`config.mk`:
```
export PLATFORM = sky130hd
export DESIGN_NAME = renamer_top
export DESIGN_NICKNAME = d
export VERILOG_FILES = /design/src/rtl/rename_pkg.sv /design/src/rtl/free_list.sv /design/src/rtl/spec_map_table.sv /design/src/rtl/rename_control.sv /design/src/rtl/renamer_top.sv
export SDC_FILE = /design/constraint.sdc
export NUM_CORES = 1
export LEC_CHECK = 0
export BUFFER_PORTS_ARGS = -buffer_cell sky130_fd_sc_hd__buf_4
export CAP_MARGIN = 30
export CORE_ASPECT_RATIO = 1.1
export CORE_UTILIZATION = 50
export CTS_CLUSTER_SIZE = 8
export DETAILED_ROUTE_END_ITERATION = 10
export PLACE_DENSITY_LB_ADDON = 0.25
export SLEW_MARGIN = 5
export SYNTH_ARGS = -nofsm -noshare
export SYNTH_HDL_FRONTEND = slang
export SYNTH_SLANG_ARGS = --single-unit
export TNS_END_PERCENT = 20
```
`constraint.sdc`:
```
create_clock -name clk -period 11.1 [get_ports clk]
set_input_delay 1.665 -clock clk [delete_from_list [all_inputs] [get_ports clk]]
set_output_delay 1.665 -clock clk [all_outputs]
set_load 0.03 [all_outputs]
```
`src/rtl/rename_pkg.sv`:
```
package rename_pkg;

    ////////////////////////////////////////
    // Register file geometry

    // Architectural registers seen by software
    localparam int NUM_ARCH = 32;

    // Architectural register number
    typedef logic [4:0] arch_addr_t;

    // Physical register number, room for up to 64 registers
    typedef logic [5:0] phys_addr_t;

    ////////////////////////////////////////
    // In-use list record

    // Packed as {rd, new phys, previous phys}
    localparam int INUSE_W = $bits(arch_addr_t) + 2 * $bits(phys_addr_t);
    typedef logic [INUSE_W-1:0] inuse_rec_t;

    ////////////////////////////////////////
    // Control FSM
    typedef enum logic [1:0] {
        ST_INIT,
        ST_IDLE,
        ST_ACK,
        ST_RELEASE
    } ctrl_state_t;

endpackage

```
`src/rtl/free_list.sv`:
```
`timescale 1ns/100ps

module free_list #(
    parameter int NUM_PHYS = 64
) (
    input  logic                   clk,
    input  logic                   rst,
    input  logic                   push,
    input  rename_pkg::phys_addr_t push_data,
    input  logic                   pop,
    output rename_pkg::phys_addr_t head,
    output logic                   empty
);
    import rename_pkg::*;

    // One slot per physical register beyond the architectural set
    localparam int DEPTH = NUM_PHYS - NUM_ARCH;
    localparam int PTR_W = (DEPTH > 1) ? $clog2(DEPTH) : 1;
    localparam int CNT_W = $clog2(DEPTH + 1);

    ////////////////////////////////////////
    // Storage and pointers
    phys_addr_t       mem [DEPTH];
    logic [PTR_W-1:0] wr_ptr;
    logic [PTR_W-1:0] rd_ptr;
    logic [CNT_W-1:0] count;
    logic             full;

    // Entry contents only written on push
    always_ff @(posedge clk) begin
        if (push) begin
            mem[wr_ptr] <= push_data;
        end
    end

    // Pointers wrap at DEPTH, not at a power of two
    always_ff @(posedge clk) begin
        if (rst) begin
            wr_ptr <= '0;
            rd_ptr <= '0;
        end else begin
            if (push) begin
                wr_ptr <= (wr_ptr == PTR_W'(DEPTH - 1)) ? '0 : wr_ptr + 1'b1;
            end
            if (pop) begin
                rd_ptr <= (rd_ptr == PTR_W'(DEPTH - 1)) ? '0 : rd_ptr + 1'b1;
            end
        end
    end

    // Occupancy, push and pop may coincide
    always_ff @(posedge clk) begin
        if (rst) begin
            count <= '0;
        end else begin
            case ({push, pop})
                2'b10:   count <= count + 1'b1;
                2'b01:   count <= count - 1'b1;
                default: count <= count;
            endcase
        end
    end

    ////////////////////////////////////////
    // Status and oldest entry
    assign head  = mem[rd_ptr];
    assign empty = (count == '0);
    assign full  = (count == CNT_W'(DEPTH));

    ////////////////////////////////////////
    // Checks
    a_no_pop_empty: assert property (@(posedge clk) disable iff (rst) pop |-> !empty)
        else $error("free list popped while empty");

    a_no_push_full: assert property (@(posedge clk) disable iff (rst) push |-> !full)
        else $error("free list pushed while full");

endmodule

```
`src/rtl/spec_map_table.sv`:
```
`timescale 1ns/100ps

module spec_map_table (
    input  logic                   clk,
    input  logic                   rst,
    // Write port shared by init, rename and discard
    input  logic                   wr_en,
    input  rename_pkg::arch_addr_t wr_addr,
    input  rename_pkg::phys_addr_t wr_data,
    // Source read ports
    input  rename_pkg::arch_addr_t rd_addr_a,
    input  rename_pkg::arch_addr_t rd_addr_b,
    // Read port aligned with the write side
    input  rename_pkg::arch_addr_t rd_addr_w,
    output rename_pkg::phys_addr_t data_a,
    output rename_pkg::phys_addr_t data_b,
    output rename_pkg::phys_addr_t data_w
);
    import rename_pkg::*;

    ////////////////////////////////////////
    // Flip-flop array
    phys_addr_t map_q [NUM_ARCH];

    // Filled by the init sweep
    always_ff @(posedge clk) begin
        if (wr_en) begin
            map_q[wr_addr] <= wr_data;
        end
    end

    ////////////////////////////////////////
    // Combinational reads
    // Register zero reads as zero whatever the array holds
    always_comb begin
        data_a = map_q[rd_addr_a];
        if (rd_addr_a == '0) begin
            data_a = '0;
        end
    end

    always_comb begin
        data_b = map_q[rd_addr_b];
        if (rd_addr_b == '0) begin
            data_b = '0;
        end
    end

    // Used for the previous mapping of a renamed rd
    always_comb begin
        data_w = map_q[rd_addr_w];
        if (rd_addr_w == '0) begin
            data_w = '0;
        end
    end

    ////////////////////////////////////////
    // Checks
    // Register zero is never given a physical register
    a_zero_not_remapped: assert property (@(posedge clk) disable iff (rst)
        (wr_en && (wr_addr == '0)) |-> (wr_data == '0))
        else $error("register zero written with a nonzero mapping");

endmodule

```
`src/rtl/rename_control.sv`:
```
`timescale 1ns/100ps

module rename_control #(
    parameter int NUM_PHYS = 64
) (
    input  logic                   clk,
    input  logic                   rst,
    // Rename handshake
    input  logic                   rename_req,
    input  rename_pkg::arch_addr_t rs1_addr,
    input  rename_pkg::arch_addr_t rs2_addr,
    input  rename_pkg::arch_addr_t rd_addr,
    output logic                   rename_ack,
    output rename_pkg::phys_addr_t phys_rs1,
    output rename_pkg::phys_addr_t phys_rs2,
    output rename_pkg::phys_addr_t phys_rd,
    output rename_pkg::phys_addr_t prev_rd,
    output logic                   ready,
    // Retire pulse
    input  logic                   retire_valid,
    input  logic                   retire_discard,
    // Map table side
    output logic                   tbl_wr_en,
    output rename_pkg::arch_addr_t tbl_wr_addr,
    output rename_pkg::phys_addr_t tbl_wr_data,
    output rename_pkg::arch_addr_t tbl_rd_addr_w,
    input  rename_pkg::phys_addr_t tbl_data_a,
    input  rename_pkg::phys_addr_t tbl_data_b,
    input  rename_pkg::phys_addr_t tbl_data_w,
    // Free list side
    output logic                   fl_push,
    output rename_pkg::phys_addr_t fl_push_data,
    output logic                   fl_pop,
    input  rename_pkg::phys_addr_t fl_head,
    input  logic                   fl_empty
);
    import rename_pkg::*;

    // In-use depth matches the free list
    localparam int DEPTH = NUM_PHYS - NUM_ARCH;
    localparam int PTR_W = (DEPTH > 1) ? $clog2(DEPTH) : 1;
    localparam int CNT_W = $clog2(DEPTH + 1);
    localparam phys_addr_t FREE_CNT = phys_addr_t'(DEPTH);

    ctrl_state_t      state;
    arch_addr_t       init_cnt;
    logic             retire_act;
    logic             discard_act;
    logic             do_rename;
    logic             rd_live;
    logic             iu_push;
    inuse_rec_t       iu_mem [DEPTH];
    logic [PTR_W-1:0] iu_wr_ptr;
    logic [PTR_W-1:0] iu_rd_ptr;
    logic [CNT_W-1:0] iu_count;
    arch_addr_t       rec_rd;
    phys_addr_t       rec_new;
    phys_addr_t       rec_prev;

    ////////////////////////////////////////
    // Qualifiers
    // Retires before ready are dropped
    assign retire_act  = retire_valid & ready;
    assign discard_act = retire_act & retire_discard;
    // A discard owns the write port and the rename waits a cycle
    assign do_rename   = (state == ST_IDLE) & rename_req & ~discard_act;
    assign rd_live     = (rd_addr != '0);
    assign ready       = (state != ST_INIT);
    assign rename_ack  = (state == ST_ACK);

    ////////////////////////////////////////
    // FSM and init sweep
    always_ff @(posedge clk) begin
        if (rst) begin
            state    <= ST_INIT;
            init_cnt <= '0;
        end else begin
            case (state)
                ST_INIT: begin
                    init_cnt <= init_cnt + 1'b1;
                    if (init_cnt == arch_addr_t'(NUM_ARCH - 1)) begin
                        state <= ST_IDLE;
                    end
                end
                ST_IDLE: if (do_rename) state <= ST_ACK;
                // Held request just stretches the ack
                ST_ACK: if (!rename_req) state <= ST_RELEASE;
                default: state <= ST_IDLE;
            endcase
        end
    end

    // Results captured on the request edge before the rd write lands
    always_ff @(posedge clk) begin
        if (do_rename) begin
            phys_rs1 <= tbl_data_a;
            phys_rs2 <= tbl_data_b;
            phys_rd  <= rd_live ? fl_head : '0;
            prev_rd  <= rd_live ? tbl_data_w : '0;
        end
    end

    ////////////////////////////////////////
    // In-use list in program order
    assign iu_push = do_rename & rd_live;
    assign {rec_rd, rec_new, rec_prev} = iu_mem[iu_rd_ptr];

    always_ff @(posedge clk) begin
        if (iu_push) begin
            iu_mem[iu_wr_ptr] <= {rd_addr, fl_head, tbl_data_w};
        end
    end

    always_ff @(posedge clk) begin
        if (rst) begin
            iu_wr_ptr <= '0;
            iu_rd_ptr <= '0;
            iu_count  <= '0;
        end else begin
            if (iu_push) begin
                iu_wr_ptr <= (iu_wr_ptr == PTR_W'(DEPTH - 1)) ? '0 : iu_wr_ptr + 1'b1;
            end
            if (retire_act) begin
                iu_rd_ptr <= (iu_rd_ptr == PTR_W'(DEPTH - 1)) ? '0 : iu_rd_ptr + 1'b1;
            end
            if (iu_push && !retire_act) begin
                iu_count <= iu_count + 1'b1;
            end else if (!iu_push && retire_act) begin
                iu_count <= iu_count - 1'b1;
            end
        end
    end

    ////////////////////////////////////////
    // Table write select
    // Discard reads back the oldest rd and a rename its own rd
    assign tbl_rd_addr_w = discard_act ? rec_rd : rd_addr;

    always_comb begin
        tbl_wr_en   = 1'b0;
        tbl_wr_addr = rd_addr;
        tbl_wr_data = fl_head;
        if (state == ST_INIT) begin
            // Identity map
            tbl_wr_en   = 1'b1;
            tbl_wr_addr = init_cnt;
            tbl_wr_data = {1'b0, init_cnt};
        end else if (discard_act) begin
            // Undo the speculative mapping
            tbl_wr_en   = 1'b1;
            tbl_wr_addr = rec_rd;
            tbl_wr_data = rec_prev;
        end else if (do_rename && rd_live) begin
            tbl_wr_en = 1'b1;
        end
    end

    ////////////////////////////////////////
    // Free list select
    assign fl_pop = do_rename & rd_live;

    always_comb begin
        fl_push      = 1'b0;
        fl_push_data = rec_prev;
        if (state == ST_INIT) begin
            // Registers NUM_ARCH up to NUM_PHYS-1 in ascending order
            fl_push      = ({1'b0, init_cnt} < FREE_CNT);
            fl_push_data = phys_addr_t'(NUM_ARCH) + {1'b0, init_cnt};
        end else if (retire_act) begin
            fl_push      = 1'b1;
            fl_push_data = retire_discard ? rec_new : rec_prev;
        end
    end

    ////////////////////////////////////////
    // Checks
    a_retire_has_record: assert property (@(posedge clk) disable iff (rst)
        retire_act |-> (iu_count != '0))
        else $error("retire with empty in-use list");

    a_pop_not_empty: assert property (@(posedge clk) disable iff (rst) fl_pop |-> !fl_empty)
        else $error("rename with no free register");

    // Requester keeps addresses steady through the ack phase
    a_addr_stable: assert property (@(posedge clk) disable iff (rst)
        (rename_ack && rename_req) |-> $stable({rs1_addr, rs2_addr, rd_addr}))
        else $error("rename addresses changed during ack");

endmodule

```
`src/rtl/renamer_top.sv`:
```
`timescale 1ns/100ps

module renamer_top #(
    parameter int NUM_PHYS = 64
) (
    input  logic                   clk,
    input  logic                   rst,
    output logic                   ready,
    // Rename handshake
    input  logic                   rename_req,
    input  rename_pkg::arch_addr_t rs1_addr,
    input  rename_pkg::arch_addr_t rs2_addr,
    input  rename_pkg::arch_addr_t rd_addr,
    output logic                   rename_ack,
    output rename_pkg::phys_addr_t phys_rs1,
    output rename_pkg::phys_addr_t phys_rs2,
    output rename_pkg::phys_addr_t phys_rd,
    output rename_pkg::phys_addr_t prev_rd,
    // Retire pulse
    input  logic                   retire_valid,
    input  logic                   retire_discard
);
    import rename_pkg::*;

    ////////////////////////////////////////
    // Block interconnect
    logic       fl_push;
    logic       fl_pop;
    logic       fl_empty;
    phys_addr_t fl_push_data;
    phys_addr_t fl_head;
    logic       tbl_wr_en;
    arch_addr_t tbl_wr_addr;
    phys_addr_t tbl_wr_data;
    arch_addr_t tbl_rd_addr_w;
    phys_addr_t tbl_data_a;
    phys_addr_t tbl_data_b;
    phys_addr_t tbl_data_w;

    free_list #(.NUM_PHYS(NUM_PHYS)) i_free_list (
        .clk       (clk),
        .rst       (rst),
        .push      (fl_push),
        .push_data (fl_push_data),
        .pop       (fl_pop),
        .head      (fl_head),
        .empty     (fl_empty)
    );

    // Source ports go straight to the request addresses
    spec_map_table i_map_table (
        .clk       (clk),
        .rst       (rst),
        .wr_en     (tbl_wr_en),
        .wr_addr   (tbl_wr_addr),
        .wr_data   (tbl_wr_data),
        .rd_addr_a (rs1_addr),
        .rd_addr_b (rs2_addr),
        .rd_addr_w (tbl_rd_addr_w),
        .data_a    (tbl_data_a),
        .data_b    (tbl_data_b),
        .data_w    (tbl_data_w)
    );

    rename_control #(.NUM_PHYS(NUM_PHYS)) i_control (
        .clk            (clk),
        .rst            (rst),
        .rename_req     (rename_req),
        .rs1_addr       (rs1_addr),
        .rs2_addr       (rs2_addr),
        .rd_addr        (rd_addr),
        .rename_ack     (rename_ack),
        .phys_rs1       (phys_rs1),
        .phys_rs2       (phys_rs2),
        .phys_rd        (phys_rd),
        .prev_rd        (prev_rd),
        .ready          (ready),
        .retire_valid   (retire_valid),
        .retire_discard (retire_discard),
        .tbl_wr_en      (tbl_wr_en),
        .tbl_wr_addr    (tbl_wr_addr),
        .tbl_wr_data    (tbl_wr_data),
        .tbl_rd_addr_w  (tbl_rd_addr_w),
        .tbl_data_a     (tbl_data_a),
        .tbl_data_b     (tbl_data_b),
        .tbl_data_w     (tbl_data_w),
        .fl_push        (fl_push),
        .fl_push_data   (fl_push_data),
        .fl_pop         (fl_pop),
        .fl_head        (fl_head),
        .fl_empty       (fl_empty)
    );

endmodule

```
Word-level counts from Yosys, hierarchy flattened
Memory sizes are Yosys's and may differ from the RTL's. A register that Yosys moved wholly into a read port is not among the register bits. Cells that the tools add are included.

Flip-flop bits (word level): 39. Output and inout port bits: 26. Word-level logic and storage cells: 72. RAM bits: 928. Memories: 3. Bits of input ports: 20.

Memory list: i_control.iu_mem (words 32, bits a word 17, read ports 1, clocked after Yosys merged registers in 1, write ports 1, line rename_control.sv:52) `inuse_rec_t iu_mem [DEPTH];`; i_free_list.mem (words 32, bits a word 6, read ports 1, clocked after Yosys merged registers in 1, write ports 1, line free_list.sv:23) `phys_addr_t mem [DEPTH];`; i_map_table.map_q (words 32, bits a word 6, read ports 3, clocked after Yosys merged registers in 2, write ports 1, line spec_map_table.sv:23) `phys_addr_t map_q [NUM_ARCH];`.

Multiplexer cells: 31. Bitwise logic cells: 6. Equality and inequality tests: 10. $add $sub $neg: 6. Reduce and logical (&&, ||, !) cells: 8.

Operators with widths (count): 2-to-1 mux 5 bit (10); 2-to-1 mux 6 bit (6); adder 5 x 1 -> 5 bit (second input constant) (5); == test 5 bit (second input constant) (5); logical NOT 5 bit (3); 2-to-1 mux 1 bit (11); adder 6 x 5 -> 6 bit (first input constant) (1); 2-to-1 mux 2 bit (3); one-hot mux 2 bit (3 select lines) (1); AND 1 bit (5); nonzero test 5 bit (1); inequality test 2 x 1 -> 1 bit (second input constant) (2); AND reduction 3 bit (1); == test 2 x 1 -> 1 bit (second input constant) (1); == test 2 bit (second input constant) (1); logical NOT 2 bit (1); inequality test 2 bit (second input constant) (1); nonzero test 2 bit (1); logical AND 1 bit (1); NOT 1 bit (1).

Depth between registers and ports, before layout
Word-level depth: 11. Gate-level depth with buffers: 16. Mapped depth without buffers: 11.

Modules after synthesis
A second synthesis with hierarchy kept.

Cell total of the unflattened synthesis: 2342. Area total of the unflattened synthesis: 42679.7 sq um.

By module, submodules not included: rename_control (sequential area each 17496.8 sq um, cells each 1147, area each 23062.1 sq um, times used 1); spec_map_table (sequential area each 5765.5 sq um, cells each 669, area each 10933.0 sq um, times used 1); free_list (sequential area each 6185.9 sq um, cells each 526, area each 8684.6 sq um, times used 1).

Worst setup path before layout
No wires, ideal clock.

Path type: input to register. Start: in retire_valid. End: mem i_control.iu_mem[0][0] in the netlist's numbering, data pin. Setup slack: 6.232 ns. Buffers on the path: 3. Cell stages on the path: 11. Data required time: 10.715 ns. Data arrival time: 4.483 ns. Library setup time: 0.385 ns. Cells stage by stage: nor2b_1 > nand2_1 > and2_1 > a21o_1 > buf_2 > buf_4 > buf_4 > mux2i_1 > mux2_2 > a22o_1 > o22ai_1.

Cells in the longest elaborated chain, start to end: 5. Elaborated cells between the ends (all ways): 6. Those cells by class: mux (2); bitwise (2); reduce/logical (1); memory (1).

RTL lines: start: declaration (line renamer_top.sv:20) `input logic retire_valid,`; AND 1 bit * (line rename_control.sv:63) `assign retire_act = retire_valid & ready;`; AND 1 bit * (line rename_control.sv:64) `assign discard_act = retire_act & retire_discard;`; 2-to-1 mux 5 bit * (line rename_control.sv:137) `assign tbl_rd_addr_w = discard_act ? rec_rd : rd_addr;`; memory (32 x 6 bit) / logical NOT 5 bit (equally long branches); 2-to-1 mux 6 bit * (line spec_map_table.sv:52) `if (rd_addr_w == '0) begin`; via i_control.tbl_data_w[0] (line rename_control.sv:29) `input rename_pkg::phys_addr_t tbl_data_w,`; end: declaration (line rename_control.sv:52).

The timed path passes the listed nets; every way through them passes the cells marked *.

==> impl_metrics.yaml <==
die:
  top_level_ports: 46
  std_cell_rows: 111
  core_area_sq_um: 83200
  start_util: 0.505
  die_area_sq_um: 85100
  die_x_um: 278
  die_height_um: 306
cts:
  hold_buffers: 0
  clockBufferDepth: 3
  cts_sinks: 989
  worstSkewPairLatency_ps: 730
  path_clk_slew_ps: 50
  cts_resized: 0
  htreeDepth: 4
  numCtsBuffers: 141
  clockRootBuffer: "clkbuf_16"
  cts_tree: "yes"
  postCtsSetupRepairBufs: 0
timing:
  period_minus_slack_ps: 5560
  finalSetupTns_ps: 0
  worst_slew_margin_rel: 0.313
  hold_viol: 0
  fmaxAchievable_mhz: 180
  tightest_slew_ps: 1030
  rsz0062_at_grt: "no"
  fin_crit_sh: 0.501
  slew_violations: 0
  clock_skew_ps: 25.6
  worst_hold_slack_ps: 485
  setup_violations: 0
yosys:
  syn_area_per_cell_sq_um: 19.1
  synth_top_family_by_area: "multiplexers"
  synth-seq-cells: 989
  synth_warnings: 0
  synth_edf_count: 952
  synth_top_cells_by_area: "edfxtp_1, mux4_2, mux2i_1"
  synth-compound-area-share: 0.0351
  async_flop_share: 0
  synth.mux.area_fraction: 0.206
  synthCells: 2199
  synth_top_area_frac: 0.681
  syn_area_sq_um: 42000
  synth.distinct_cells: 63
  synth_adder_area_share: 0.00566
  synth_top_cell_by_area: "edfxtp_1"
  yosysSeqAreaShare: 0.699
  synth_simple_gate_area_frac: 0.0367
  synth_xor_area_frac: 0.000626
  synth-main-ff-cell: "edfxtp_1"
  syn_nets: 2238
setup_path:
  arrival_ps: 6150
  cp-start-kind: "flip-flop"
  critPathMaxFanout: 57
  r2r_cells: 14
  cp.required_ps: 11690
  r2r_end: "i_control.prev_rd[2]$_SDFFCE_PP0P_"
  r2r_slack_ps: 5540
  cp-end-kind: "flip-flop"
  crit_type: "flip-flop to flip-flop"
global_route:
  overflow: 0
  grt_use_total: 0.249
  antenna_found_initial: 7
  first_global_vias: 22900
  grt_max_degree: 102
  grt_pass1_wl_um: 153000
hold_path:
  hp-class: "flip-flop to flip-flop"
  hold_path_end: "i_free_list.rd_ptr[4]$_SDFFE_PP0P_"
  min_from: "i_free_list.rd_ptr[4]$_SDFFE_PP0P_"
  min_delay_path_depth: 2
pwr:
  leakagePower_nw: 15.1
  fin_total_pwr_mw: 8.58
  vdd_drop_max_v: 0.000117
  power_density_nw_per_um2: 180
route:
  initialDrtViolationCount: 2591
  drcViolationCount: 0
  wirelength_um: 104000
  via_count: 22200
  viasPerCell: 6.44
  firstDrtPassIters: 5
  ant_nets: 0
  wl_per_cell_um: 30.2
final_layout:
  final_core_util: 0.574
  fill_cells: 6103
  drive_gt1_frac: 0.272
  area_growth_pct: 13.7
  n_antenna_cell: 0
  final_nets: 2360
  stdcell_count: 3448
flow_run:
  maxCapViolations: 0
place:
  io_buffers: 45
  globalplace.congestion: 0.867
  dp_hpwl_um: 64100
  place_inst: 3249
outcome:
  status: "finished, final reports clean"
[critical path, cell delays in order, from the launching register on]
cell,delay [ps]
dfxtp_4,680
buf_4,660
mux2i_1,170
a22oi_1,230
a21oi_1,100
nor4_1,770
a21o_2,250
buf_4,720
nor2_1,280
buf_6,250
a32oi_1,240
o211ai_1,160
o22ai_2,270
buf_4,380
and2_1,180
[final cells by class]
class | instances | area (sq um) | area share
clock buffers | 183 | 3730 | 0.0781
clock inverters | 14 | 174 | 0.00364
inverters | 10 | 37.5 | 0.000786
multi-input cells | 1068 | 12100 | 0.253
flip-flops and latches | 989 | 29300 | 0.614
well taps | 1073 | 1340 | 0.0281
repair buffers | 111 | 1030 | 0.0216
[placed cells by master, fill, tap and decap left out, types with 17 or more instances in the layout]
cell type and n:
ha_1 19, a22oi_1 30, nand3_1 21, mux2i_1 178, nor2_1 104, buf_4 97, mux4_2 286, a21oi_1 62
and2_1 17, nor2_2 24, clkbuf_1 40, dfxtp_1 32, edfxtp_1 952, nand2_1 87, mux2_2 31, clkbuf_16 143
[where the power goes]
part / leakage (nW) / switching (mW) / internal (mW)
Clock: 1.89 / 1.52 / 2.32
Combinational: 4.20 / 0.330 / 0.173
Sequential: 8.98 / 0.0254 / 4.21
Total: 15.1 / 1.87 / 6.71
[per-layer routing]
metal / GRT usage / vias up / wire [um]
met5: 0 / - / 60
met3: 0.0548 / 180 / 8360
li1: - / 9339 / -
met1: 0.338 / 11700 / 41700
met4: 0.0875 / 10 / 2960
met2: 0.401 / 1013 / 51100
[worst max path at each step]
stage	startpoint	endpoint	slack [ps]
2_1_floorplan	retire_valid	i_control.iu_mem[0][0]$_DFFE_PP_	6230
3_3_place_gp	flip-flop	i_control.iu_mem[24][1]$_DFFE_PP_	5210
3_5_place_dp	flip-flop	i_control.iu_mem[29][4]$_DFFE_PP_	5260
4_1_cts	flip-flop	i_control.iu_mem[28][4]$_DFFE_PP_	5250
5_1_grt	flip-flop	i_control.prev_rd[2]$_SDFFCE_PP0P_	5330
6_report	flip-flop	i_control.prev_rd[2]$_SDFFCE_PP0P_	5540
[synth_stat cells (all sizes together) (5+ instances only)]
library cell / count
nor2b: 5
a211oi: 7
dfxtp: 37
mux4: 286
a22o: 14
nand2b: 10
or3: 5
o221ai: 11
a31oi: 6
nand4: 7
a21oi: 62
nor3: 14
mux2i: 178
mux2: 37
and3: 7
nand3: 21
a32oi: 6
o211ai: 16
inv: 9
o21ai: 18
o22ai: 13
and2: 17
nor2: 136
a221oi: 5
ha: 19
a2bb2oi: 5
buf: 68
a22oi: 31
nand3b: 10
nand2: 87
clkbuf: 64
edfxtp: 952
[sequential cells by signal (all words and copies together) (netlist names), named ones only]
name                 flops
i_control.iu_wr_ptr      5
i_control.init_cnt       5
i_free_list.rd_ptr       5
i_free_list.wr_ptr       5
i_control.iu_mem       544
i_control.prev_rd        6
i_control.phys_rs2       6
i_control.phys_rd        6
i_control.iu_rd_ptr      5
i_free_list.mem        192
i_control.state          2
i_control.phys_rs1       6
i_map_table.map_q      192
[metrics by stage]
stage	cell area, sq um	worst slack, ps
5_1_grt	47800	5330
2_1_floorplan	42000	6230
4_1_cts	47700	5250
3_3_place_gp	43600	5210
3_5_place_dp	43800	5260
6_report	47800	5540
[cells by family (layout without fill, tap and decap cells)]
| family | Yosys count | in the layout |
|---|---|---|
| muxes | 501 | 501 |
| and+or+nand+nor | 336 | 336 |
| AOI/OAI and AO/OA | 209 | 209 |
| adders and majority gates | 19 | 19 |
| xor gates and xnor gates | 3 | 3 |
| DFF | 989 | 989 |
| buffers and inverters | 142 | 318 |
(Power assumes the default switching activity.)
